<file path="src/rtl/stream_buffer_pkg.sv">
package stream_buffer_pkg;

	//////////////////////////////////////////////////////////////////////
	// Data types
	//////////////////////////////////////////////////////////////////////

	// One producer sample
	typedef logic [15:0] sample_t;

	// Two samples packed for the bulk memory and the host
	typedef logic [31:0] word_t;

	// Fill level counted in 16-bit samples
	typedef logic [31:0] count_t;

	// Burst engine states
	typedef enum logic [1:0] {
		idle        = 2'd0,
		fill_burst  = 2'd1,
		drain_burst = 2'd2
	} engine_state_e;

	//////////////////////////////////////////////////////////////////////
	// Default sizes
	//////////////////////////////////////////////////////////////////////

	// Mini-FIFO depth is 64 words
	localparam int DEF_FIFO_ADDR_W = 6;

	// Bulk memory depth is 1024 words
	localparam int DEF_RAM_ADDR_W = 10;

	// Words moved per burst
	localparam int DEF_BURST_LEN = 16;

endpackage

</file>
<file path="src/rtl/fill_monitor.sv">
module fill_monitor import stream_buffer_pkg::*; #(
	parameter int fifo_addr_w = DEF_FIFO_ADDR_W,
	parameter int ram_addr_w  = DEF_RAM_ADDR_W
) (
	input  logic                  ti_clk,
	input  logic                  reset,
	input  logic [fifo_addr_w:0]  in_count,
	input  logic                  half_held,
	input  logic [fifo_addr_w:0]  out_count,
	input  logic [ram_addr_w-1:0] ram_level,
	input  logic [15:0]           usb_blocksize,
	output count_t                num_words_in_fifo,
	output count_t                in_fifo_numwords,
	output count_t                out_fifo_numwords,
	output count_t                ddr_numwords,
	output logic                  out_rdy
);

	count_t in_samples;
	count_t out_samples;
	count_t ram_samples;

	// Word counts to sample counts
	assign in_samples  = (count_t'(in_count) << 1) + count_t'(half_held);
	assign out_samples = count_t'(out_count) << 1;
	assign ram_samples = count_t'(ram_level) << 1;

	//////////////////////////////////////////////////////////////////////
	// Registered status
	//////////////////////////////////////////////////////////////////////

	always_ff @(posedge ti_clk) begin
		if (reset) begin
			in_fifo_numwords  <= '0;
			out_fifo_numwords <= '0;
			ddr_numwords      <= '0;
			num_words_in_fifo <= '0;
			out_rdy           <= 1'b0;
		end else begin
			in_fifo_numwords  <= in_samples;
			out_fifo_numwords <= out_samples;
			ddr_numwords      <= ram_samples;
			num_words_in_fifo <= in_samples + out_samples + ram_samples;
			// Host may read once a whole block sits in the output FIFO
			out_rdy <= count_t'(out_count) >= count_t'(usb_blocksize);
		end
	end

endmodule

</file>
<file path="config.mk">
export PLATFORM = sky130hd
export DESIGN_NAME = fill_monitor
export DESIGN_NICKNAME = d
export VERILOG_FILES = /design/src/rtl/stream_buffer_pkg.sv /design/src/rtl/fill_monitor.sv
export SDC_FILE = /design/constraint.sdc
export NUM_CORES = 1
export LEC_CHECK = 0
export ABC_AREA = 1
export CAP_MARGIN = 10
export CORE_MARGIN = 3
export CORE_UTILIZATION = 35
export CTS_BUF_LIST = sky130_fd_sc_hd__clkbuf_4
export CTS_CLUSTER_SIZE = 40
export DETAILED_ROUTE_END_ITERATION = 7
export DONT_BUFFER_PORTS = 1
export PLACE_DENSITY = 0.47
export SETUP_SLACK_MARGIN = 0.2
export SLEW_MARGIN = 20
export SYNTH_ARGS = -nofsm -noshare
export SYNTH_HDL_FRONTEND = slang
export SYNTH_SLANG_ARGS = --single-unit
</file>
<file path="constraint.sdc">
create_clock -name ti_clk -period 2.28 [get_ports ti_clk]
set_input_delay 0 -clock ti_clk [delete_from_list [all_inputs] [get_ports ti_clk]]
set_output_delay 0 -clock ti_clk [all_outputs]
set_load 0.02 [all_outputs]
</file>
==> key figures <==
Worst setup path
  • Crit end category: register
  • Cell family with most CP delay: adder cells
  • Setup CP Type: in2reg
  • Crit path DAT: ~2100 ps
  • Critical Path Max Stage Delay: roughly 530 ps
  • Most used cell along the critical path: inv_1
  • Slowest stage cell on the critical path: dlygate4sd3_1
  • Crit path cell chain: dlygate4sd3_1 -> inv_1 -> fa_1 -> inv_1 -> ha_2 -> inv_1 -> fa_2 -> inv_1 -> nand2_1 -> nand2_2 -> nand3b_1 -> a21oi_1 -> nor2_1
  • Worst endpoint required time: between 2000 and 3000 ps
  • Worst-path maximum fanout: 3
  • Crit path buf inv count: 5
  • CP Launch Type: input pin
  • Crit. Startpoint: out_count[0]

Floorplanning
  • Cell Rows: 29
  • Initial core utilization: 0.374
  • Die X: approximately 90 microns
  • # IOs: ~170
  • Core ar.: between 6000 and 7000 sq um
  • Die area: about 8000 sq um
  • Die Ht: roughly 90 microns

Clock network
  • Num CTS Buffers: 5
  • CTS tree: done
  • Clock Root Buffer: clkbuf_4
  • Sink Count: 37
  • H-tree depth: 2
  • Max clock buf depth: 2
  • Reg clk slew, reported paths: 120 ps

Pwr
  • Total design power: 1.72 mW
  • Sw Share: 0.360
  • Peak VDD IR: between 0.2 and 0.25 mV
  • Seq pwr share: 0.465
  • Power density cells: 650 nW/um^2
  • Internal power: between 1 and 1.5 mW
  • Clock power share: 0.265
  • Gate power share: 0.270
  • Net Switching: ~0.62 mW
  • P_leak: approximately 1.5 nW

Job
  • Max-cap violations: 0

Placed design
  • Post-DP Area: about 2200 sq um
  • PortBufs: 0
  • Hpwl dp: approximately 3500 microns
  • GPL Wtd Cong: approximately 0.74

Worst hold path
  • Worst hold path stage count: 5
  • Hold path endpoint: out_rdy$_SDFF_PP0_
  • HP Class: in2reg
  • Hold path start: usb_blocksize[7]

Logic synthesis
  • Top cells by area, synth: dfxtp_1 30%, buf_4 28%, inv_1 8.4%
  • Register area share after synthesis: 0.301
  • Synth top area share: 0.301
  • Seq cells post-synth: 37
  • Cells after synthesis: approximately 320
  • Avg Inst Size Synth: 7.66 sq um
  • Yosys warning total: 0
  • Yosys top cell by area: dfxtp_1
  • Cell Area, Synth: 2460 sq um
  • Post-synth cell types: 21

Outcome
  • Status: complete, no violations

Routing
  • Vias after detailed routing: 1,629
  • Total wire length: 4620 microns
  • DRC Markers: 0
  • Length of the first detailed-routing pass in iterations: 4
  • DR iter-0 viols: 38
  • WL/cell: 10.2 microns
  • Via/cell ratio: between 3 and 4
  • Routed Antenna Nets: 0

Timing
  • Fmax: approximately 530 MHz
  • Slew Viols, Final: 0
  • Min Hold Slack: 34.5 ps
  • Unrepaired setup endpoints after global routing: no
  • Max-Slew Margin vs Limit: 0.628
  • Setup tns final: 0 ps
  • Part of the cycle the worst path needs: 0.830
  • Period minus WS final: between 1500 and 2000 ps
  • Least-Margin Pin Slew: roughly 560 ps
  • Final setup viols: 0
  • Final hold vios: 0

Finish
  • Fin util: 0.402
  • Finished Cell Area: between 2000 and 3000 sq um
  • Final net count: ~420
  • Area delta synth->final: 7.33%
  • Layout cell share with drive strength beyond 1: 0.0418
  • Antenna Cells: 0

GRT
  • Grt ovf: 0
  • Largest net degree at the start of global routing: 29
  • Initial antenna violation count: 0
  • Number of global-route vias before repair: 1,471
  • Global-route wire length before repair: ~7300 microns
  • Total routing usage reported by global routing: 0.112
[through the flow]
step	cells	worst slack [ps]
after detailed placement	409	485
after floorplan	411	626
after CTS	452	317
after global placement	409	497
final	452	388
after global routing	452	256
[worst max path at each step]
stage | to | slack, ps | cells after the start
floorplan | num_words_in_fifo[8]$_SDFF_PP0_ | 630 | 10
global placement | num_words_in_fifo[10]$_SDFF_PP0_ | 500 | 12
detailed placement | num_words_in_fifo[10]$_SDFF_PP0_ | 490 | 12
CTS | num_words_in_fifo[10]$_SDFF_PP0_ | 320 | 15
global route | num_words_in_fifo[10]$_SDFF_PP0_ | 260 | 15
finish | num_words_in_fifo[8]$_SDFF_PP0_ | 390 | 13
[layout make-up]
type	count	area, sq um
flip-flops and latches	37	741
well taps	93	116
multi-input cells	223	1140
repair buffers	35	345
fillers	657	3930
clock inverters	2	33.8
clock buffers	6	45.0
inverters	56	215
[Yosys cell counts (all sizes together)]
cell type / number
ha: 14
inv: 56
dfxtp: 37
nand4: 2
fa: 8
buf: 95
nor3: 1
nand3: 5
conb: 1
or2: 2
a21oi: 6
nand3b: 1
a21boi: 1
nand2: 42
and2: 2
nor2: 48
[routing by layer]
metal | global-route usage | wire length (microns) | up-vias | part of all wire
met3 | 0.0442 | 623 | 6 | 0.13
met4 | 0.0434 | 72 | 0 | 0.016
met1 | 0.130 | 1820 | 680 | 0.39
met5 | 0 | 0 | - | 0
met2 | 0.184 | 2110 | 113 | 0.46
li1 | - | - | 830 | -
[cells in the final DEF, fill, tap and decap left out]
cell / count
nand3_1: 5
nand2_1: 40
bufinv_16: 1
ha_2: 1
a21oi_1: 6
or2_4: 1
clkbuf_4: 6
clkinv_1: 1
nor2_1: 48
and2_1: 1
fa_1: 7
nand2_2: 2
conb_1: 91
inv_6: 1
nand3b_1: 1
dlygate4sd3_1: 34
nor3_1: 1
and2_4: 1
fa_2: 1
or2_0: 1
dfxtp_1: 37
buf_2: 1
ha_1: 13
inv_1: 55
a21boi_1: 1
nand4_1: 2
[flip-flops by register name, summed over array words and instances (netlist names)]
| name | count |
|---|---|
| in_fifo_numwords | 7 |
| num_words_in_fifo | 12 |
| out_fifo_numwords | 7 |
| out_rdy | 1 |
| ddr_numwords | 10 |
[power groups by stage]
| stage | clock network (mW) | logic, mW | registers [mW] |
|---|---|---|---|
| 2_1_floorplan | 0 | 0.481 | 0.801 |
| 3_3_place_gp | 0 | 0.399 | 0.817 |
| 3_5_place_dp | 0 | 0.399 | 0.814 |
| 4_1_cts | 0.476 | 0.462 | 0.800 |
| 5_1_grt | 0.494 | 0.531 | 0.803 |
| 6_report | 0.455 | 0.463 | 0.798 |
[timing repair]
action	in CTS	in global routing
endpoints found under the setup margin	0	2
buffers inserted	0	0
hold buffers	35	0
gates resized for setup	0	3
endpoints found under the hold margin	37	0
[logic make-up (layout without fill, tap and decap cells)]
logic type,count (synthesis),after routing,share of synthesized area
AND/OR/NAND/NOR,103,103,0.171
buffers and inverters,151,99,0.375
other,1,91,0.00153
flip-flops,37,37,0.301
adder cells (fa/ha/maj),22,22,0.136
AO/OA/AOI/OAI,7,7,0.0153
(Power assumes the default switching activity.)
