**src/rtl/stream_buffer_pkg.sv**
```systemverilog
package stream_buffer_pkg;

	//////////////////////////////////////////////////////////////////////
	// Data types
	//////////////////////////////////////////////////////////////////////

	// One producer sample
	typedef logic [15:0] sample_t;

	// Two samples packed for the bulk memory and the host
	typedef logic [31:0] word_t;

	// Fill level counted in 16-bit samples
	typedef logic [31:0] count_t;

	// Burst engine states
	typedef enum logic [1:0] {
		idle        = 2'd0,
		fill_burst  = 2'd1,
		drain_burst = 2'd2
	} engine_state_e;

	//////////////////////////////////////////////////////////////////////
	// Default sizes
	//////////////////////////////////////////////////////////////////////

	// Mini-FIFO depth is 64 words
	localparam int DEF_FIFO_ADDR_W = 6;

	// Bulk memory depth is 1024 words
	localparam int DEF_RAM_ADDR_W = 10;

	// Words moved per burst
	localparam int DEF_BURST_LEN = 16;

endpackage

```
**src/rtl/sample_packer.sv**
```systemverilog
module sample_packer import stream_buffer_pkg::*; (
	input  logic    ti_clk,
	input  logic    reset,
	input  logic    write_to,
	input  sample_t data_in,
	output logic    pack_valid,
	output word_t   pack_word,
	output logic    half_held
);

	// First sample of the current pair
	sample_t low_sample;

	// Pair tracking and the push strobe
	always_ff @(posedge ti_clk) begin
		if (reset) begin
			half_held  <= 1'b0;
			pack_valid <= 1'b0;
		end else begin
			pack_valid <= 1'b0;
			if (write_to) begin
				half_held  <= ~half_held;
				pack_valid <= half_held;
			end
		end
	end

	// Low sample goes to bits 15:0, high sample to bits 31:16
	always_ff @(posedge ti_clk) begin
		if (write_to) begin
			if (!half_held) begin
				low_sample <= data_in;
			end else begin
				pack_word <= {data_in, low_sample};
			end
		end
	end

endmodule

```
**config.mk**
```make
export PLATFORM = sky130hd
export DESIGN_NAME = sample_packer
export DESIGN_NICKNAME = d
export VERILOG_FILES = /design/src/rtl/stream_buffer_pkg.sv /design/src/rtl/sample_packer.sv
export SDC_FILE = /design/constraint.sdc
export NUM_CORES = 1
export LEC_CHECK = 0
export ABC_AREA = 1
export BUFFER_PORTS_ARGS = -buffer_cell sky130_fd_sc_hd__buf_2
export CAP_MARGIN = 15
export CORE_ASPECT_RATIO = 0.5
export CORE_MARGIN = 4
export CORE_UTILIZATION = 35
export CTS_CLUSTER_DIAMETER = 60
export CTS_CLUSTER_SIZE = 30
export DETAILED_ROUTE_END_ITERATION = 12
export REMOVE_ABC_BUFFERS = 1
export SYNTH_ARGS = -nofsm -noshare
export SYNTH_HDL_FRONTEND = slang
export SYNTH_SLANG_ARGS = --single-unit
```
**constraint.sdc**
```tcl
create_clock -name ti_clk -period 1.6 [get_ports ti_clk]
set_input_delay 0.24 -clock ti_clk [delete_from_list [all_inputs] [get_ports ti_clk]]
set_output_delay 0.24 -clock ti_clk [all_outputs]
set_load 0.02 [all_outputs]
```
==> results of run 1 <==
[report_power, final]
| group | internal, mW | leakage [nW] | switching, mW | total, mW |
|---|---|---|---|---|
| clock | 0.466 | 0.0514 | 0.373 | 0.839 |
| sequential | 1.50 | 0.464 | 0.0137 | 1.52 |
| combinational | 0.0463 | 0.254 | 0.0934 | 0.140 |
| total | 2.02 | 0.769 | 0.480 | 2.50 |
[state kept, by name, summed over array words and instances (netlist names)]
signal	count
half_held	1
pack_valid	1
pack_word	32
low_sample	16
[synthesized netlist by cell type]
master | n | area share
edfxtp_1 | 48 | 0.95
inv_1 | 3 | 0.0074
nor2_1 | 3 | 0.0074
dfxtp_1 | 2 | 0.026
nand2_1 | 1 | 0.0025
nand2_2 | 1 | 0.0041
nor2_2 | 1 | 0.0041
[stage by stage]
step	hold slack (ps)	instance area, µm²
floorplan	312	1520
global placement	401	1880
detailed placement	405	1880
CTS	94.2	1990
global route	98.7	1990
finish	107	1990
[area by class of cell]
type,instances,area (µm²),share of cell area
well taps,54,67.6,0.0340
clock inverters,2,37.5,0.0189
flip-flops and latches,50,1480,0.746
multi-input cells,6,27.5,0.0139
clock buffers,6,72.6,0.0365
inverters,3,11.3,0.00567
repair buffers,54,288,0.145
[worst paths after layout]
check                                         startpoint                 endpoint
worst max-delay path              half_held$_SDFFE_PP0P_                half_held
worst min-delay path                               reset    pack_valid$_SDFF_PP0_
worst max register to register    half_held$_SDFFE_PP0P_   pack_word[1]$_DFFE_PP_
worst min register to register  low_sample[12]$_DFFE_PP_  pack_word[12]$_DFFE_PP_
[per-layer routing]
metal | part of all wire | routed length (µm) | track usage | vias to the layer above
met4 | 0.020 | 44 | 0.0795 | 0
li1 | - | - | - | 344
met2 | 0.56 | 1220 | 0.145 | 22
met3 | 0.086 | 188 | 0.0471 | 5
met1 | 0.34 | 736 | 0.0764 | 339
met5 | 0 | 0 | 0 | -
[logic make-up after synthesis]
family / Yosys count / share of synthesized area
buffers and inverters: 3 / 0.00741
AND/OR/NAND/NOR: 6 / 0.0181
flip-flops: 50 / 0.974
==> run metrics, run 1 <==
io pins=53; Max Slew Vio Count=0; utilization after layout=0.491; placed cells=167; Tot GR Track Use=0.0861; worst-path maximum fanout=4; final setup fails=0; first-pass GRT wire length=3230 µm; Tmin final=1110 ps; root buf cell=clkbuf_8; Achievable Freq=902 MHz; initial DRC count=21; Design Power=2.50 mW; Nets=139; Core Footprint=4040 µm²; Final Hold Fails=0; site row count=16; Power Density=1260 nW/µm²; Die X=101 µm; DR pass1 iterations=4; DIE HEIGHT=54.6 µm; H-tree depth=2; hold path depth=2; slew margin rel.=0.860; setup bufs post-CTS=0; Hold WC Path Type=in -> reg; most frequent cells in the layout=buf_2 (52), edfxtp_1 (48), clkbuf_8 (5); reg-to-reg setup timing slack=530 ps; fill cell total of the finished layout=339; RSZ-0062 raised after global routing=false; critical path type=reg -> out; sequential fraction of the synthesis area=0.974; period utilization=0.693; Critical Path End Type=output pin; GR Overflow Total=0; Hold Buf Count CTS=0; clock tree buffer depth=2; Netlist cell types=7; residual DRC count=0; CP top delay family=flip-flops; Stages on worst setup path=1; Avg Inst Size Synth=25.8 µm²; WP data required=1360 ps; CTS buffer count=5; Leakage Power=0.769 nW; final WL=2190 µm; WP data arrival=870 ps; Setup TNS Final=0 ps; RD Place Congestion=0.670; critical path's largest stage delay=380 ps; Antenna diodes=0; area of the die=5530 µm²; commonest non-fill, non-tap cell in the layout=buf_2; Crit-path slowest cell=dfxtp_1; via count=710; layout cells sized above 1=0.521; FF+latch count, synth=50; initial antenna violation count=0; FF-to-FF path depth=3; Clock Sinks=50; Worst VDD drop=0.435 mV; post-CTS sizing=0; Post-Synthesis Cells=59; status=complete, no violations; Place WS=540 ps; Detail Route Antenna Nets=0; Avg WL per Cell=12.5 µm; area grow syn2layout=30.6%; vias in the first global route=710; Starting Density=0.376; worst setup margin=492 ps; Ys Warns=0; Maximum Capacitance Violations=0; PortBufs=52; startpoint type of the worst setup path=flop; cell breakdown of the critical path=buf_2; CTS tree=done; Synth Cell Area=1520 µm²; clk_lat worst skew=300 ps; vias per cell=4.06; CP bufs+invs=1; clk_skew=9.87 ps; slew at the pin with the worst max-slew slack=211 ps; clock slew seen by the registers of the worst setup and hold paths=80 ps; largest net degree at the start of global routing=33; Final Non-Filler Cells=175
Note: power is estimated with default switching activity, not from simulation.
==> inputs of run 2 (changes only) <==
==> constraint.sdc (replaced) <==
create_clock -name ti_clk -period 0.95 [get_ports ti_clk]
set_input_delay 0.1425 -clock ti_clk [delete_from_list [all_inputs] [get_ports ti_clk]]
set_output_delay 0.1425 -clock ti_clk [all_outputs]
set_load 0.02 [all_outputs]
==> run 2 against run 1 <==
The flow now finishes with violations (setup timing). Utilization rose by 6.8 points. Final cell count grew 3.4%. Sequential share of layout area fell by 8.9 points. First-iteration DRC count increased by 48%. Largest power group unchanged.
==> run metrics, run 2 (synthesis results as in run 1) <==
status=finished, violations left; violated checks=setup timing; Max Slew Vio Count=0; worst-path maximum fanout=8; cell breakdown of the critical path=nand2_4 -> inv_8 -> clkbuf_16; final setup fails=59; Avg WL per Cell=13.1 µm; Die X=101 µm; final WL=2370 µm; slew at the pin with the worst max-slew slack=111 ps; Tot GR Track Use=0.0840; worst setup path start=half_held$_SDFFE_PP0P_; Stages on worst setup path=3; Maximum Capacitance Violations=0; initial DRC count=31; Leakage Power=0.873 nW; Final Hold Fails=0; period utilization=1.04; Internal=3.48 mW; Antenna diodes=0; Core Footprint=4040 µm²; combinational power share=0.078; utilization after layout=0.559; DIE HEIGHT=54.6 µm; Nets=145; Power Density=1920 nW/µm²; register share of total power=0.592; Crit-path slowest cell=dfxtp_4; reg-to-reg setup timing slack=-30 ps; site row count=16; WP data required=970 ps; RSZ-0062 raised after global routing=true; PortBufs=52; Achievable Freq=1020 MHz; critical path type=reg -> reg; Multi-input gate area=40.0 µm²; Reg with most FFs=pack_word; area grow syn2layout=48.7%; CP bufs+invs=2; fill cell total of the finished layout=320; startpoint type of the worst setup path=flop; first-pass GRT wire length=3270 µm; Detail Route Antenna Nets=0; layout cells sized above 1=0.567; GR Overflow Total=0; vias per cell=4.01; DR pass1 iterations=4; DP HPWL=1580 µm; Design Power=4.33 mW; Critical Path End Type=flop; CP top delay family=flip-flops; slew margin rel.=0.926; final instance area=2260 µm²; clk_lat worst skew=290 ps; max reg flops=32; CTS tree=done; biggest regs=pack_word x32, low_sample x16; crit path to=pack_word[10]$_DFFE_PP_; area of the die=5530 µm²; via count=725; initial antenna violation count=0; commonest non-fill, non-tap cell in the layout=edfxtp_1; Worst R2R Start=half_held$_SDFFE_PP0P_; clock slew seen by the registers of the worst setup and hold paths=90 ps; largest net degree at the start of global routing=17; worst r2r dst=pack_word[10]$_DFFE_PP_; H-tree depth=2; Clock power frac=0.329; Placed Area=1890 µm²; most frequent cells in the layout=edfxtp_1 (48), buf_2 (29), buf_6 (25); FF-to-FF path depth=3; RD Place Congestion=0.673; vias in the first global route=713; Tmin final=985 ps; critical path's largest stage delay=390 ps; WP data arrival=1000 ps; root buf cell=clkbuf_8; Worst VDD drop=0.629 mV; P_sw=849 µW; worst setup margin=-34.8 ps; clk_skew=5.74 ps; io pins=53; switch share=0.196; residual DRC count=0; sequential standard cell area=1490 µm²; Starting Density=0.376; clock tree buffer depth=2; Hold WC Path Type=in -> reg; Clock Sinks=50; CTS buffer count=5
run 2: how the worst min path moves through the flow:
stage,from,to,depth (start not counted)
floorplan,reset,pack_valid$_SDFF_PP0_,1
global placement,reset,pack_valid$_SDFF_PP0_,2
detailed placement,reset,pack_valid$_SDFF_PP0_,2
CTS,reset,pack_valid$_SDFF_PP0_,2
global route,reset,pack_valid$_SDFF_PP0_,2
finish,reset,pack_valid$_SDFF_PP0_,2
run 2: through the flow:
step                cells  setup WS [ps]  hold slack [ps]  setup TNS, ps
finish                181          -34.8             17.1          -1160
floorplan              59           -646              215         -29760
CTS                   178          -50.3             9.19          -1810
global placement      169          -72.3              327          -2290
detailed placement    169           -111              324          -3550
global route          181          -84.3             10.6          -3300
run 2: cell type report:
cell class,count,area share
clock inverter,2,0.0166
inverter,3,0.00830
timing repair buffer,60,0.239
multi-input combinational,6,0.0177
clock buffer,6,0.0321
sequential,50,0.657
tap,54,0.0299
run 2: repair_timing:
item                       4_1_cts  5_1_grt
gates resized for setup         22       36
hold buffers                     0        0
pin swaps                        0        1
setup endpoints to repair       81       81
setup buffers                    0        1
cloned                           1        2
run 2: power groups by stage:
stage	clock (mW)	combinational, mW	sequential [mW]
2_1_floorplan	0	0.0430	2.68
3_3_place_gp	0	0.244	2.61
3_5_place_dp	0	0.250	2.61
4_1_cts	1.45	0.283	2.56
5_1_grt	1.56	0.364	2.58
6_report	1.43	0.340	2.57
run 2: metal layers:
metal / share of wire / GRT usage
met1: 0.39 / 0.0885
met2: 0.53 / 0.142
met3: 0.063 / 0.0382
met4: 0.0093 / 0.0530
met5: 0 / 0
==> inputs of run 3 (changes only) <==
--- a/config.mk
+++ b/config.mk
@@ -14,6 +14,7 @@
 export CTS_CLUSTER_DIAMETER = 60
 export CTS_CLUSTER_SIZE = 30
 export DETAILED_ROUTE_END_ITERATION = 12
+export GPL_TIMING_DRIVEN = 0
 export REMOVE_ABC_BUFFERS = 1
 export SYNTH_ARGS = -nofsm -noshare
 export SYNTH_HDL_FRONTEND = slang
==> run 3 against run 2 <==
The run still ends with setup timing left. Power fell by 8.0%. Largest cell class unchanged. Wire length grew 12%. Global-route usage grew 1.8 points. Flip-flop and latch count did not move. Final cell count stayed put.
==> run metrics, run 3 (synthesis results as in run 1) <==
WHS=14.1 ps; Hold WC Path Type=in -> reg; DIE HEIGHT=54.6 µm; Worst VDD drop=0.659 mV; worst-path maximum fanout=16; Tot GR Track Use=0.102; largest net degree at the start of global routing=17; period utilization=1.06; via count=756; clock tree buffer depth=2; area of the die=5530 µm²; Final Hold Fails=0; WP data arrival=1010 ps; Achievable Freq=997 MHz; status=finished, violations left; vias per cell=4.18; Antenna diodes=0; H-tree depth=2; Detail Route Antenna Nets=0; hold wc startpoint=reset; Core Footprint=4040 µm²; Clock Sinks=50; startpoint type of the worst setup path=flop; max reg flops=32; final WL=2670 µm; RD Place Congestion=0.608; layout cells sized above 1=0.567; slew margin rel.=0.875; worst setup margin=-53.0 ps; clock slew seen by the registers of the worst setup and hold paths=80 ps; Avg WL per Cell=14.7 µm; slew at the pin with the worst max-slew slack=188 ps; PortBufs=52; Die X=101 µm; DR pass1 iterations=4; Leakage Power=0.847 nW; worst setup path start=half_held$_SDFFE_PP0P_; CTS tree=done; Critical Path End Type=flop; Maximum Capacitance Violations=0; RSZ-0062 raised after global routing=true; site row count=16; Reg with most FFs=pack_word; placed cells=166; initial DRC count=15; first-pass GRT wire length=3920 µm; Starting Density=0.376; commonest non-fill, non-tap cell in the layout=edfxtp_1; violated checks=setup timing; clk_skew=2.01 ps; most frequent cells in the layout=edfxtp_1 (48), buf_6 (30), buf_2 (27); WP data required=960 ps; residual DRC count=0; CTS buffer count=5; Tmin final=1000 ps; Final Non-Filler Cells=181; clk_lat worst skew=290 ps; fill cell total of the finished layout=349; final setup fails=76; vias in the first global route=832; root buf cell=clkbuf_8; initial antenna violation count=0; Nets=147; biggest regs=pack_word x32, low_sample x16; critical path type=reg -> reg; Design Power=3.99 mW; utilization after layout=0.545; Power Density=1810 nW/µm²; Place WS=-853 ps; GR Overflow Total=0; cell breakdown of the critical path=nand2_4 -> clkinvlp_4 -> buf_12; io pins=53; area grow syn2layout=44.9%; Crit-path slowest cell=dfxtp_4; Max Slew Vio Count=0; Worst R2R Start=half_held$_SDFFE_PP0P_; critical path's largest stage delay=390 ps
run 3: cell count changes in the layout (fill, tap and decap cells not counted), sizes merged:
cell / delta
bufinv: -1
clkinv: +1
clkinvlp: +1
inv: -1
buf: +3
clkbuf: -3
run 3: metal layers:
metal | wire length [µm] | part of all wire | up-vias | GRT usage
met5 | 0 | 0 | - | 0
met2 | 1470 | 0.55 | 22 | 0.180
li1 | - | - | 361 | -
met3 | 150 | 0.056 | 4 | 0.0344
met1 | 1010 | 0.38 | 369 | 0.108
met4 | 37 | 0.014 | 0 | 0.0662
run 3: stage by stage:
stage	setup TNS [ps]	instance area, µm²
after floorplan	-29760	1520
after global placement	-38930	1850
after detailed placement	-35120	1860
after CTS	-2120	2080
after global routing	-4950	2200
final	-2110	2200
run 3: area by class of cell:
| cell class | count | area (µm²) | share of cell area |
|---|---|---|---|
| clock buffers | 5 | 68.8 | 0.0312 |
| inverters | 3 | 15.0 | 0.00681 |
| flip-flops and latches | 50 | 1490 | 0.674 |
| multi-input cells | 6 | 40.0 | 0.0182 |
| repair buffers | 61 | 515 | 0.234 |
| well taps | 54 | 67.6 | 0.0307 |
| repair inverters | 1 | 7.51 | 0.00341 |
| clock inverters | 1 | 3.75 | 0.00170 |
run 3: path summary, 6_finish.rpt:
path,slack [ps],cells after the start,end
max,-50,3,pack_word[15]$_DFFE_PP_
min,10,2,pack_valid$_SDFF_PP0_
max reg2reg,-50,3,pack_word[15]$_DFFE_PP_
min reg2reg,420,0,pack_word[4]$_DFFE_PP_
run 3: critical path, delay by kind of cell, from the launching register on:
kind,cells,cell delay (ps)
flops,1,390
simple gates,1,90
buf+inv,2,230
run 3: report_power, final:
| part | switching (mW) | internal (mW) |
|---|---|---|
| clock network | 0.604 | 0.481 |
| logic | 0.178 | 0.155 |
| registers | 0.0358 | 2.53 |
| total | 0.817 | 3.17 |
run 3: repair_timing:
| item | in CTS | in global routing |
|---|---|---|
| setup buffers | 7 | 0 |
| resized for setup | 23 | 39 |
| cloned | 2 | 0 |
| setup endpoints to repair | 81 | 81 |
| pin swaps | 1 | 0 |
| hold buffers | 0 | 0 |
| hold endpoints to repair | 0 | 0 |
