$ cat src/rtl/stream_buffer_pkg.sv
package stream_buffer_pkg;

	//////////////////////////////////////////////////////////////////////
	// Data types
	//////////////////////////////////////////////////////////////////////

	// One producer sample
	typedef logic [15:0] sample_t;

	// Two samples packed for the bulk memory and the host
	typedef logic [31:0] word_t;

	// Fill level counted in 16-bit samples
	typedef logic [31:0] count_t;

	// Burst engine states
	typedef enum logic [1:0] {
		idle        = 2'd0,
		fill_burst  = 2'd1,
		drain_burst = 2'd2
	} engine_state_e;

	//////////////////////////////////////////////////////////////////////
	// Default sizes
	//////////////////////////////////////////////////////////////////////

	// Mini-FIFO depth is 64 words
	localparam int DEF_FIFO_ADDR_W = 6;

	// Bulk memory depth is 1024 words
	localparam int DEF_RAM_ADDR_W = 10;

	// Words moved per burst
	localparam int DEF_BURST_LEN = 16;

endpackage

$ cat src/rtl/burst_engine.sv
module burst_engine import stream_buffer_pkg::*; #(
	parameter int fifo_addr_w = DEF_FIFO_ADDR_W,
	parameter int ram_addr_w  = DEF_RAM_ADDR_W,
	parameter int burst_len   = DEF_BURST_LEN
) (
	input  logic                  ti_clk,
	input  logic                  reset,

	input  logic [fifo_addr_w:0]  in_count,
	output logic                  in_pop,
	input  word_t                 in_data,

	input  logic [fifo_addr_w:0]  out_count,
	output logic                  out_push,
	output word_t                 out_data,

	output logic                  ram_wr_en,
	output logic [ram_addr_w-1:0] ram_wr_addr,
	output word_t                 ram_wr_data,

	output logic                  ram_rd_en,
	output logic [ram_addr_w-1:0] ram_rd_addr,
	input  word_t                 ram_rd_data,

	output logic [ram_addr_w-1:0] ram_level
);

	localparam int fifo_depth = 2 ** fifo_addr_w;
	localparam int beat_w     = $clog2(burst_len + 1);

	engine_state_e         state;
	logic [beat_w-1:0]     beat;
	logic                  last_beat;
	logic                  fill_ok;
	logic                  drain_ok;
	logic                  wr_pending;
	logic                  rd_pending;
	logic [ram_addr_w-1:0] wr_addr;
	logic [ram_addr_w-1:0] rd_addr;

	// Words in the bulk memory; a lap wraps this back toward zero
	assign ram_level = wr_addr - rd_addr;

	//////////////////////////////////////////////////////////////////////
	// Start conditions
	//////////////////////////////////////////////////////////////////////

	assign fill_ok = in_count >= burst_len;

	// The last word of a previous drain may still be on its way to the output FIFO
	assign drain_ok = (ram_level >= burst_len)
		&& (int'(out_count) + int'(rd_pending) + burst_len <= fifo_depth);

	assign last_beat = beat == beat_w'(burst_len - 1);

	//////////////////////////////////////////////////////////////////////
	// Burst FSM
	//////////////////////////////////////////////////////////////////////

	always_ff @(posedge ti_clk) begin
		if (reset) begin
			state <= idle;
			beat  <= '0;
		end else begin
			case (state)
				idle: begin
					beat <= '0;
					// Fill has priority so the small input FIFO never backs up
					if (fill_ok) begin
						state <= fill_burst;
					end else if (drain_ok) begin
						state <= drain_burst;
					end
				end
				fill_burst, drain_burst: begin
					if (last_beat) begin
						state <= idle;
						beat  <= '0;
					end else begin
						beat <= beat + 1'b1;
					end
				end
				default: state <= idle;
			endcase
		end
	end

	// One request per cycle while a burst runs
	assign in_pop    = state == fill_burst;
	assign ram_rd_en = state == drain_burst;

	//////////////////////////////////////////////////////////////////////
	// Data stage and addresses
	//////////////////////////////////////////////////////////////////////

	// Each request returns its word one cycle later
	always_ff @(posedge ti_clk) begin
		if (reset) begin
			wr_pending <= 1'b0;
			rd_pending <= 1'b0;
			wr_addr    <= '0;
			rd_addr    <= '0;
		end else begin
			wr_pending <= in_pop;
			rd_pending <= ram_rd_en;
			if (wr_pending) begin
				wr_addr <= wr_addr + 1'b1;
			end
			if (ram_rd_en) begin
				rd_addr <= rd_addr + 1'b1;
			end
		end
	end

	// Input FIFO word goes into the bulk memory
	assign ram_wr_en   = wr_pending;
	assign ram_wr_addr = wr_addr;
	assign ram_wr_data = in_data;

	// Bulk memory word goes into the output FIFO
	assign ram_rd_addr = rd_addr;
	assign out_push    = rd_pending;
	assign out_data    = ram_rd_data;

endmodule

$ cat config.mk
export PLATFORM = sky130hd
export DESIGN_NAME = burst_engine
export DESIGN_NICKNAME = d
export VERILOG_FILES = /design/src/rtl/stream_buffer_pkg.sv /design/src/rtl/burst_engine.sv
export SDC_FILE = /design/constraint.sdc
export NUM_CORES = 1
export LEC_CHECK = 0
export ABC_AREA = 0
export BUFFER_PORTS_ARGS = -buffer_cell sky130_fd_sc_hd__buf_2
export CORE_UTILIZATION = 44
export CTS_BUF_LIST = sky130_fd_sc_hd__clkbuf_16
export CTS_CLUSTER_DIAMETER = 200
export DETAILED_ROUTE_END_ITERATION = 10
export GPL_TIMING_DRIVEN = 0
export PLACE_DENSITY_LB_ADDON = 0.3
export RECOVER_POWER = 50
export SETUP_SLACK_MARGIN = 0.15
export SLEW_MARGIN = 20
export SYNTH_ARGS = -nofsm -noshare
export SYNTH_HDL_FRONTEND = slang
export SYNTH_SLANG_ARGS = --single-unit
$ cat constraint.sdc
create_clock -name ti_clk -period 3.4 [get_ports ti_clk]
set_input_delay 0 -clock ti_clk [delete_from_list [all_inputs] [get_ports ti_clk]]
set_output_delay 0 -clock ti_clk [all_outputs]
set_load 0.05 [all_outputs]
==> implementation parameters, run 1 <==
Parameter                              Value

Global routing
  Pin count of the biggest net entering global routing    11
  Initial antenna violation count    0
  Number of global-route vias before repair    1,786
  GRT Residual Overflow    0
  GRT Resource Usage Total    0.179
  Global-route wire length before repair    7650 um

Logic synthesis
  Sequential fraction of the synthesis area    0.244
  Syn Nets    390
  Post-synth EDFFs    0
  Share of the synthesized area in the top cell type    0.244
  Post-synthesis instance area    2380 um^2
  Async set or reset register ratio after synthesis    0
  Most area-hungry cell type in the Yosys netlist    sky130_fd_sc_hd__dfxtp_1
  Dominant cells by area after synthesis    sky130_fd_sc_hd__dfxtp_1 24%, sky130_fd_sc_hd__buf_4 20%, sky130_fd_sc_hd__ha_1 9.5%, sky130_fd_sc_hd__xnor2_1 4.4%, sky130_fd_sc_hd__nor2_1 3.8%
  Number of instances in the synthesized netlist    291
  Top flip-flop cell by instance count after synthesis    sky130_fd_sc_hd__dfxtp_1
  Average cell area after synthesis    8.17 um^2
  Synth warnings    0
  Synthesis-stage register bit count    29
  Number of library cell types mapped by synthesis    47

Floorplanning
  Vertical extent of the die    75.5 um
  Top-Level Pins    178
  Starting Density    0.460
  Chip Width    75.5 um
  Number of cell rows    26
  Core ar.    5170 um^2
  Area of the die    5700 um^2

Pwr
  Power per Cell Area    417 nW/um^2
  Comb power frac    0.378
  Total net switching power    0.505 mW
  Clock share of power    0.320
  Maximum vdd ir drop    0.418 mV
  Overall power after layout    1.28 mW
  Proportion of total power due to net switching    0.394
  Leakage    1.45 nW
  Pint    0.776 mW
  Seq pwr share    0.302

STA
  Normalized max-slew margin    0.578
  Maximum achievable frequency    0.392 GHz
  Clock tree skew after final layout    5.00 ps
  Count of endpoints failing hold in the final timing report    0
  Worst hold slack after final layout    90.6 ps
  Time the final worst path needs with I/O delays and setup    2550 ps
  Transition time of the tightest slew-check pin    635 ps
  Final setup vio count    0
  Setup TNS after final layout    0 ps
  Max-slew violation count    0
  Tcrit/Tclk final    0.750
  RSZ-0062 raised after global routing    no

Route
  Via density per instance    4.83
  Residual DRC count    0
  Drt initial violations    51
  ANT nets after route    0
  Routed len/inst    11.3 um
  Routed Wire Length    5410 um
  Vias after detailed routing    2,303
  Number of detailed-route iterations in the first pass    4

Critical path
  Worst setup path category    reg2out
  Crit-path max cell delay    420 ps
  Cell-by-cell listing of the critical path    ha_1 > inv_1 > fa_1 > a21o_1 > a22oi_1 > a21oi_1 > xor2_1 > buf_2
  Kind of end point of the critical path    output pin
  Endpoint required time on the critical path    3400 ps
  Startpoint type of the worst setup path    flip-flop
  Slowest library cell on the worst path    sky130_fd_sc_hd__fa_1
  Beginning of the worst register-to-register path    ram_rd_addr[0]$_SDFFE_PP0P_
  Maximum fanout along the worst path    5
  Critical register-to-register path endpoint    state[1]$_SDFFE_PP0P_
  Arrival time of data at the critical path endpoint    2550 ps
  Reg-to-reg setup timing slack    1050 ps
  Startpoint of the worst setup timing path    ram_rd_addr[0]$_SDFFE_PP0P_
  Path depth of the worst reg2reg path    9
  Capturing instance or port of the critical path    ram_level[8]

Placement
  Dpl cell area    3010 um^2
  Port bufs    108
  DP Wirelength    4350 um
  Placer congestion estimate    0.824

Run status
  Outcome    complete, no violations

Clocking
  Number of setup buffers added after CTS    0
  Maximum count of clock buffers along a single path    2
  Number of sinks on the clock net    29
  Count of hold-fix buffers inserted at cts    0
  TritonCTS Buffers    5
  Post-cts gate resize count    0
  TritonCTS clock tree    built
  Clock input transition at the sequential cells of the worst setup and hold paths    50 ps
  Htree depth    2
  Clock root buffer    sky130_fd_sc_hd__clkbuf_16
  Source-to-sink clock delay at the later pin of the worst-skew pair    280 ps

Hold path
  Source of the worst hold timing path    reset
  HP Class    in2reg

Layout
  Leading cell types in the layout, fill and taps excluded    68 x sky130_fd_sc_hd__clkbuf_1, 64 x sky130_fd_sc_hd__buf_4, 45 x sky130_fd_sc_hd__buf_2
  Net count, final    505
  Layout cell share with drive strength beyond 1    0.297
  Number of diodes    0
  Signed area change from the synthesized netlist to the final layout    29.1%
  Most common cell after layout, fill and taps aside    sky130_fd_sc_hd__clkbuf_1
  Finished Cell Area    3070 um^2

Flow run
  Number of max-cap violations    0
==> per-stage QoR <==
stage | setup slack, ps | instances | utilization
CTS | 825 | 477 | 0.609
floorplan | 243 | 291 | -
global route | 668 | 477 | 0.594
detailed placement | 1030 | 469 | 0.582
finish | 850 | 477 | 0.594
global placement | 1060 | 469 | 0.582
==> worst min-delay path by stage <==
stage	slack, ps	depth (start not counted)	to
finish	90	2	ram_wr_en$_SDFF_PP0_
detailed placement	300	2	out_data[0]
global route	130	2	ram_wr_en$_SDFF_PP0_
CTS	90	2	out_push$_SDFF_PP0_
global placement	300	2	out_data[2]
floorplan	170	1	out_data[0]
==> state kept, by name (all words and copies together), names as in the netlist <==
| register | count |
|---|---|
| beat | 5 |
| out_push | 1 |
| ram_wr_addr | 10 |
| ram_rd_addr | 10 |
| ram_wr_en | 1 |
| state | 2 |
==> layer usage <==
metal  wire [um]  global-route usage  part of all wire  up-vias
met1        2290               0.208              0.42     1038
li1            -                   -                 -     1157
met4          78              0.0741             0.014        0
met3         424              0.0331             0.078        6
met5           0                   0                 0        -
met2        2620               0.324              0.48      102
==> final cells by class <==
type	instances	area (um^2)
fillers	492	2100
multi-input cells	177	1240
flip-flops and latches	29	581
plain buffers	70	510
repair buffers	108	462
clock buffers	5	125
well taps	70	87.6
inverters	15	56.3
clock inverters	3	12.5
==> kinds of logic (layout without fill, tap and decap cells) <==
group,count (synthesis),count (layout),share of synthesized area
flip-flops,29,29,0.244
adder cells (fa/ha/maj),19,19,0.103
XOR/XNOR,21,21,0.0773
buffers and inverters,85,201,0.238
AO/OA/AOI/OAI,50,50,0.144
multiplexers,2,2,0.00842
AND/OR/NAND/NOR,85,85,0.185
==> critical path, delay by kind of cell, from the launching register on <==
| family | cells | cell delay [ps] |
|---|---|---|
| adder cells (fa/ha/maj) | 2 | 660 |
| AO/OA/AOI/OAI | 3 | 600 |
| flip-flops | 1 | 400 |
| buffers and inverters | 2 | 380 |
| XOR/XNOR | 1 | 240 |
==> cell usage after synthesis (all sizes together) (6+ instances only) <==
master	number
buf	65
dfxtp	29
nor2	24
ha	18
nand2	17
a21oi	16
inv	15
xnor2	12
o21ai	10
xor2	9
and2	7
nand3	6
or3	6
==> power by group through the flow <==
| stage | clock, mW | sequential (mW) | combinational (mW) |
|---|---|---|---|
| floorplan | 0 | 0.415 | 0.387 |
| global placement | 0 | 0.393 | 0.492 |
| detailed placement | 0 | 0.393 | 0.496 |
| CTS | 0.415 | 0.387 | 0.498 |
| global route | 0.432 | 0.391 | 0.522 |
| finish | 0.410 | 0.386 | 0.485 |
Power figures use the tool's default switching activity.
==> inputs of run 2 (changes only) <==
ABC_AREA = 1   (was 0)
CORE_UTILIZATION = 41   (was 44)
clock period = 2.6 ns   (was 3.4 ns; I/O delays follow)
==> run 2 against run 1 <==
  * Final cell count grew 12%
  * First-iteration DRC count up 150%
  * Synthesized area shrank 0.11%
  * Wire length up 4.9%
  * Sequential share of layout area hardly changed
  * Via count is 5.9% higher
  * Critical path depth is 3 higher
  * Register-to-register slack worse by 630 ps
  * Clock skew is 1.9 ps lower
  * Worst hold slack improved by 14 ps
  * Count of clock-buffer cells in the layout unchanged
  * Utilization fell by 3.8 points
==> implementation parameters, run 2 <==
Parameter                              Value

Layout
  Signed area change from the synthesized netlist to the final layout    29.7%
  Number of diodes    0
  Most common cell after layout, fill and taps aside    sky130_fd_sc_hd__clkbuf_1
  Layout cell share with drive strength beyond 1    0.280
  Layout Utilization    0.556
  Leading cell types in the layout, fill and taps excluded    65 x sky130_fd_sc_hd__clkbuf_1, 64 x sky130_fd_sc_hd__buf_4, 54 x sky130_fd_sc_hd__nand2_1
  Net count, final    562

Floorplanning
  Number of cell rows    27
  Chip Width    78.1 um
  Top-Level Pins    178
  Area of the die    6100 um^2
  Starting Density    0.429
  Vertical extent of the die    78.1 um
  Core ar.    5540 um^2

Global routing
  Grt met3 use    0.0442
  Pin count of the biggest net entering global routing    11
  GRT met2 Usage    0.364
  Global-route wire length before repair    9260 um
  GRT Resource Usage Total    0.188
  Initial antenna violation count    0
  Busiest layer in global routing    met2
  Met1 usage    0.188
  Number of global-route vias before repair    2,256
  GRT Residual Overflow    0

Logic synthesis
  Most used standard cell by instance count after synthesis    sky130_fd_sc_hd__buf_4
  Most area-hungry cell type in the Yosys netlist    sky130_fd_sc_hd__dfxtp_1
  Dominant cells by area after synthesis    sky130_fd_sc_hd__dfxtp_1 24%, sky130_fd_sc_hd__buf_4 20%, sky130_fd_sc_hd__ha_1 9.5%, sky130_fd_sc_hd__nand2_1 8.5%, sky130_fd_sc_hd__inv_1 7.6%
  Post-synth EDFFs    0
  Async set or reset register ratio after synthesis    0
  Synthesis-stage register bit count    29
  Post-synthesis instance area    2380 um^2
  Synth warnings    0
  Top flip-flop cell by instance count after synthesis    sky130_fd_sc_hd__dfxtp_1
  Number of library cell types mapped by synthesis    33
  Sequential fraction of the synthesis area    0.244
  Syn Nets    445
  Number of instances in the synthesized netlist    346
  Share of the synthesized area in the top cell type    0.244
  Average cell area after synthesis    6.87 um^2
  Most used standard cells in the synthesized netlist    64 x sky130_fd_sc_hd__buf_4, 54 x sky130_fd_sc_hd__nand2_1, 48 x sky130_fd_sc_hd__inv_1, 31 x sky130_fd_sc_hd__nor2_1, 29 x sky130_fd_sc_hd__dfxtp_1

Pwr
  Power per Cell Area    666 nW/um^2
  Maximum vdd ir drop    0.279 mV
  Overall power after layout    2.05 mW
  Leakage    1.60 nW

STA
  Tcrit/Tclk final    0.839
  Maximum achievable frequency    0.458 GHz
  Clock tree skew after final layout    3.10 ps
  Final critical-path setup slack    418 ps
  Setup TNS after final layout    0 ps
  Max-slew violation count    0
  Count of endpoints failing hold in the final timing report    0
  Normalized max-slew margin    0.579
  Time the final worst path needs with I/O delays and setup    2180 ps
  Final setup vio count    0
  Transition time of the tightest slew-check pin    634 ps
  RSZ-0062 raised after global routing    no

Clocking
  Number of sinks on the clock net    29
  Htree depth    2
  Clock input transition at the sequential cells of the worst setup and hold paths    50 ps
  Number of setup buffers added after CTS    0
  Source-to-sink clock delay at the later pin of the worst-skew pair    270 ps
  Clock root buffer    sky130_fd_sc_hd__clkbuf_16
  Maximum count of clock buffers along a single path    2
  TritonCTS Buffers    5
  TritonCTS clock tree    built

Placement
  Placer congestion estimate    0.875
  DP Wirelength    4660 um
  Port bufs    109
  Setup WS pre-CTS    393 ps

Flow run
  Number of max-cap violations    0

Route
  Via density per instance    4.55
  Routed Wire Length    5680 um
  Routed len/inst    10.6 um
  Drt initial violations    125
  Number of detailed-route iterations in the first pass    4
  Residual DRC count    0
  ANT nets after route    0
  Vias after detailed routing    2,440

Critical path
  Path depth of the worst reg2reg path    15
  Maximum fanout along the worst path    6
  Crit-path max cell delay    400 ps
  Most prevalent standard cell on the critical path    sky130_fd_sc_hd__inv_1
  Startpoint type of the worst setup path    flip-flop
  Cell-by-cell listing of the critical path    inv_1 > ha_1 > inv_1 > fa_1 > nand2_1 > nand2_2 > nand3_1 > nand2_1 > xor2_2 > inv_1 > buf_2
  Arrival time of data at the critical path endpoint    2180 ps
  Worst setup path category    reg2out
  Endpoint required time on the critical path    2600 ps
  Slowest library cell on the worst path    sky130_fd_sc_hd__fa_1
  Reg-to-reg setup timing slack    420 ps
  Kind of end point of the critical path    output pin

Hold path
  Number of instances on the worst hold path    6
  HP Class    in2reg

Run status
  Outcome    complete, no violations
==> run 2: cell count changes in the layout (fill, tap and decap cells not counted), moves of 9 or more <==
cell | previous run | this run
sky130_fd_sc_hd__nand2_1 | 17 | 54
sky130_fd_sc_hd__nand3_1 | 6 | 16
sky130_fd_sc_hd__a21oi_1 | 16 | 25
sky130_fd_sc_hd__inv_1 | 15 | 48
sky130_fd_sc_hd__nor3_1 | 3 | 15
sky130_fd_sc_hd__xnor2_1 | 12 | 1
==> run 2: power by group <==
group	switching, mW	total (mW)	internal, mW
Sequential	0.0390	0.518	0.479
Clock	0.180	0.524	0.344
Combinational	0.746	1.01	0.265
==> run 2: critical path: cells and delay by family (launching register included) <==
kind | cells | cell delay [ps]
AND/OR/NAND/NOR | 4 | 410
buffers and inverters | 4 | 430
XOR/XNOR | 1 | 160
flip-flops | 1 | 360
adder cells (fa/ha/maj) | 2 | 540
==> run 2: cells by family after synthesis <==
kind of cell               Yosys count  synth area share
buffers and inverters              119             0.290
DFF                                 29             0.244
xor gates and xnor gates             5            0.0216
and+or+nand+nor                    130             0.241
adders and majority gates           19             0.103
AOI/OAI and AO/OA                   44             0.101
==> run 2: per-layer routing <==
layer | wire, um | vias up
met5 | 0 | -
met4 | 94 | 0
met3 | 475 | 8
met2 | 2890 | 118
met1 | 2220 | 1042
li1 | - | 1272
==> run 2: path summary, 6_finish.rpt <==
check | end | start
setup / recovery | ram_level[8] | ram_wr_addr[0]$_SDFFE_PP0P_
hold / removal | state[1]$_SDFFE_PP0P_ | in_count[6]
setup reg to reg | state[0]$_SDFFE_PP0P_ | ram_wr_addr[0]$_SDFFE_PP0P_
hold reg to reg | beat[4]$_SDFFE_PP0P_ | beat[4]$_SDFFE_PP0P_
==> run 2: timing repair <==
| item | 4_1_cts | 5_1_grt |
|---|---|---|
| hold endpoints to repair | 2 | 0 |
| gates resized for setup | 0 | 1 |
| hold buffers | 1 | 0 |
| setup endpoints to repair | 0 | 1 |
==> run 2: through the flow <==
stage,hold slack (ps),instance area (um^2),instances
global route,120,3080,536
global placement,260,3010,527
finish,104,3080,536
detailed placement,263,3010,527
CTS,97.6,3160,536
floorplan,78.5,2380,346
==> run 2: cell type report <==
cell class / instances / area [um^2]
sequential: 29 / 582
clock buffer: 5 / 125
clock inverter: 3 / 12.5
multi-input combinational: 198 / 1110
fill: 554 / 2460
inverter: 52 / 195
tap: 72 / 90.1
buffer: 67 / 493
timing repair buffer: 110 / 477
==> inputs of run 3 (changes only) <==
clock period = 2.25 ns   (was 2.6 ns; I/O delays follow)
==> run 3 against run 2 <==
  * Clock power rose by 41%
  * Sequential power increased by 15%
  * Worst hold slack got worse by 9.5 ps
==> implementation parameters, run 3 (same netlist as run 2, synthesis figures left out) <==
Parameter                              Value

Critical path
  Arrival time of data at the critical path endpoint    2220 ps
  Path depth of the worst reg2reg path    15
  Reg-to-reg setup timing slack    240 ps
  Kind of end point of the critical path    flip-flop
  Beginning of the worst register-to-register path    ram_wr_addr[0]$_SDFFE_PP0P_
  Maximum fanout along the worst path    4
  Worst setup path category    reg2reg
  Critical register-to-register path endpoint    state[0]$_SDFFE_PP0P_
  Startpoint type of the worst setup path    flip-flop
  Endpoint required time on the critical path    2460 ps

STA
  Normalized max-slew margin    0.577
  Setup TNS after final layout    0 ps
  Time the final worst path needs with I/O delays and setup    2010 ps
  Count of endpoints failing hold in the final timing report    0
  Worst hold slack after final layout    94.8 ps
  Tcrit/Tclk final    0.894
  Clock tree skew after final layout    7.25 ps
  Maximum achievable frequency    0.497 GHz
  RSZ-0062 raised after global routing    yes
  Final setup vio count    0
  Transition time of the tightest slew-check pin    638 ps
  Max-slew violation count    0

Pwr
  Power per Cell Area    789 nW/um^2
  Clock share of power    0.291
  Seq pwr share    0.236
  Leakage    1.63 nW
  Maximum vdd ir drop    0.410 mV
  Comb power frac    0.473
  Pint    1.40 mW
  Total net switching power    1.14 mW
  Proportion of total power due to net switching    0.448

Layout
  Number of diodes    0
  Non-filler cells, final    540
  Layout cell share with drive strength beyond 1    0.321
  Fillcell total    555
  Net count, final    566
  Most common cell after layout, fill and taps aside    sky130_fd_sc_hd__buf_4
  Signed area change from the synthesized netlist to the final layout    35.3%
  Leading cell types in the layout, fill and taps excluded    69 x sky130_fd_sc_hd__buf_4, 65 x sky130_fd_sc_hd__clkbuf_1, 52 x sky130_fd_sc_hd__nand2_1

Clocking
  Clock input transition at the sequential cells of the worst setup and hold paths    50 ps
  Source-to-sink clock delay at the later pin of the worst-skew pair    270 ps
  Maximum count of clock buffers along a single path    2
  Clock root buffer    sky130_fd_sc_hd__clkbuf_16
  TritonCTS Buffers    5
  TritonCTS clock tree    built
  Htree depth    2
  Number of sinks on the clock net    29

Global routing
  GRT Resource Usage Total    0.185
  Initial antenna violation count    0
  GRT met2 Usage    0.369
  GRT Residual Overflow    0
  Met1 usage    0.185
  Number of global-route vias before repair    2,127
  Pin count of the biggest net entering global routing    11
  Busiest layer in global routing    met2
  Global-route wire length before repair    9000 um
  Grt met3 use    0.0419

Flow run
  Number of max-cap violations    0

Hold path
  Endpoint with the worst hold slack    state[1]$_SDFFE_PP0P_
  HP Class    in2reg
  Source of the worst hold timing path    in_count[6]
  Number of instances on the worst hold path    6

Route
  Residual DRC count    0
  Drt initial violations    119
  ANT nets after route    0
  Via density per instance    4.57
  Routed len/inst    10.8 um
  Routed Wire Length    5840 um
  Vias after detailed routing    2,467
  Number of detailed-route iterations in the first pass    4

Placement
  Instance count after placement with tap cells included    527
  DP Wirelength    4680 um
  Port bufs    109
  Placer congestion estimate    0.845

Floorplanning
  Area of the die    6100 um^2
  Starting Density    0.429
  Core ar.    5540 um^2
  Vertical extent of the die    78.1 um
  Top-Level Pins    178
  Chip Width    78.1 um
  Number of cell rows    27

Run status
  Outcome    complete, no violations
## run 3: cell count changes in the layout (fill, tap and decap cells not counted), moves of 2 or more
cell / delta
sky130_fd_sc_hd__dfxtp_2: +3
sky130_fd_sc_hd__buf_2: -2
sky130_fd_sc_hd__dfxtp_1: -6
sky130_fd_sc_hd__inv_1: -2
sky130_fd_sc_hd__inv_4: +2
sky130_fd_sc_hd__nand2_2: +2
sky130_fd_sc_hd__ha_4: +3
sky130_fd_sc_hd__nand2_1: -2
sky130_fd_sc_hd__buf_4: +5
sky130_fd_sc_hd__ha_1: -3
sky130_fd_sc_hd__dfxtp_4: +3
## run 3: what timing repair did
| action | in CTS | in global routing |
|---|---|---|
| gates resized for setup | 3 | 21 |
| setup endpoints to repair | 4 | 6 |
| endpoints found under the hold margin | 2 | 0 |
| pin swaps | 0 | 10 |
| setup buffers | 0 | 4 |
| hold buffers | 1 | 0 |
## run 3: metal layers
layer | routed length [um] | up-vias
met3 | 460 | 6
li1 | - | 1281
met1 | 2290 | 1068
met2 | 3020 | 112
met5 | 0 | -
met4 | 64 | 0
## run 3: worst max path at each step
stage                                 from               endpoint  slack [ps]  cells past startpoint
2_1_floorplan  ram_rd_addr[2]$_SDFFE_PP0P_           ram_level[3]         110                      5
3_5_place_dp   ram_wr_addr[0]$_SDFFE_PP0P_  state[0]$_SDFFE_PP0P_         110                     15
3_3_place_gp   ram_wr_addr[0]$_SDFFE_PP0P_  state[0]$_SDFFE_PP0P_         160                     15
6_report       ram_wr_addr[0]$_SDFFE_PP0P_  state[0]$_SDFFE_PP0P_         240                     15
4_1_cts        ram_rd_addr[2]$_SDFFE_PP0P_           ram_level[9]         160                     12
5_1_grt        ram_wr_addr[6]$_SDFFE_PP0P_  state[0]$_SDFFE_PP0P_         110                     12
## run 3: area by class of cell
type                       instances  area [um^2]  share of cell area
buffer                            67          493               0.153
timing repair buffer             114          512               0.159
tap                               72         90.1              0.0280
multi-input combinational        198         1160               0.360
clock inverter                     3         41.3              0.0128
clock buffer                       5          125              0.0389
sequential                        29          597               0.186
inverter                          52          200              0.0623
## run 3: critical path, stage by stage, from the launching register on
cell                       delay (ps)
sky130_fd_sc_hd__dfxtp_4          350
sky130_fd_sc_hd__inv_4             50
sky130_fd_sc_hd__ha_4             120
sky130_fd_sc_hd__inv_4             30
sky130_fd_sc_hd__fa_2             360
sky130_fd_sc_hd__nand2_2           70
sky130_fd_sc_hd__nand2_2           70
sky130_fd_sc_hd__nand3b_1         120
sky130_fd_sc_hd__nand3b_1         100
sky130_fd_sc_hd__nand2_2           80
sky130_fd_sc_hd__nand2_1           50
sky130_fd_sc_hd__nor2_1           100
sky130_fd_sc_hd__nand3_1          140
sky130_fd_sc_hd__nand2_1          120
sky130_fd_sc_hd__nand2_1           70
sky130_fd_sc_hd__a21oi_2          120
## run 3: power groups by stage
stage	Clock, mW	Combinational, mW	Sequential (mW)
after global routing	0.783	1.29	0.602
final	0.739	1.20	0.598
after CTS	0.749	1.19	0.600
after detailed placement	0	1.18	0.609
after global placement	0	1.16	0.606
after floorplan	0	0.899	0.661
## run 3: metrics by stage
step           setup slack (ps)  utilization  cell area [um^2]  power [mW]
6_report                    238        0.580              3210        2.54
5_1_grt                     106        0.580              3210        2.67
2_1_floorplan               107            -              2380        1.56
3_5_place_dp                113        0.544              3010        1.79
3_3_place_gp                161        0.544              3010        1.77
4_1_cts                     162        0.577              3200        2.54
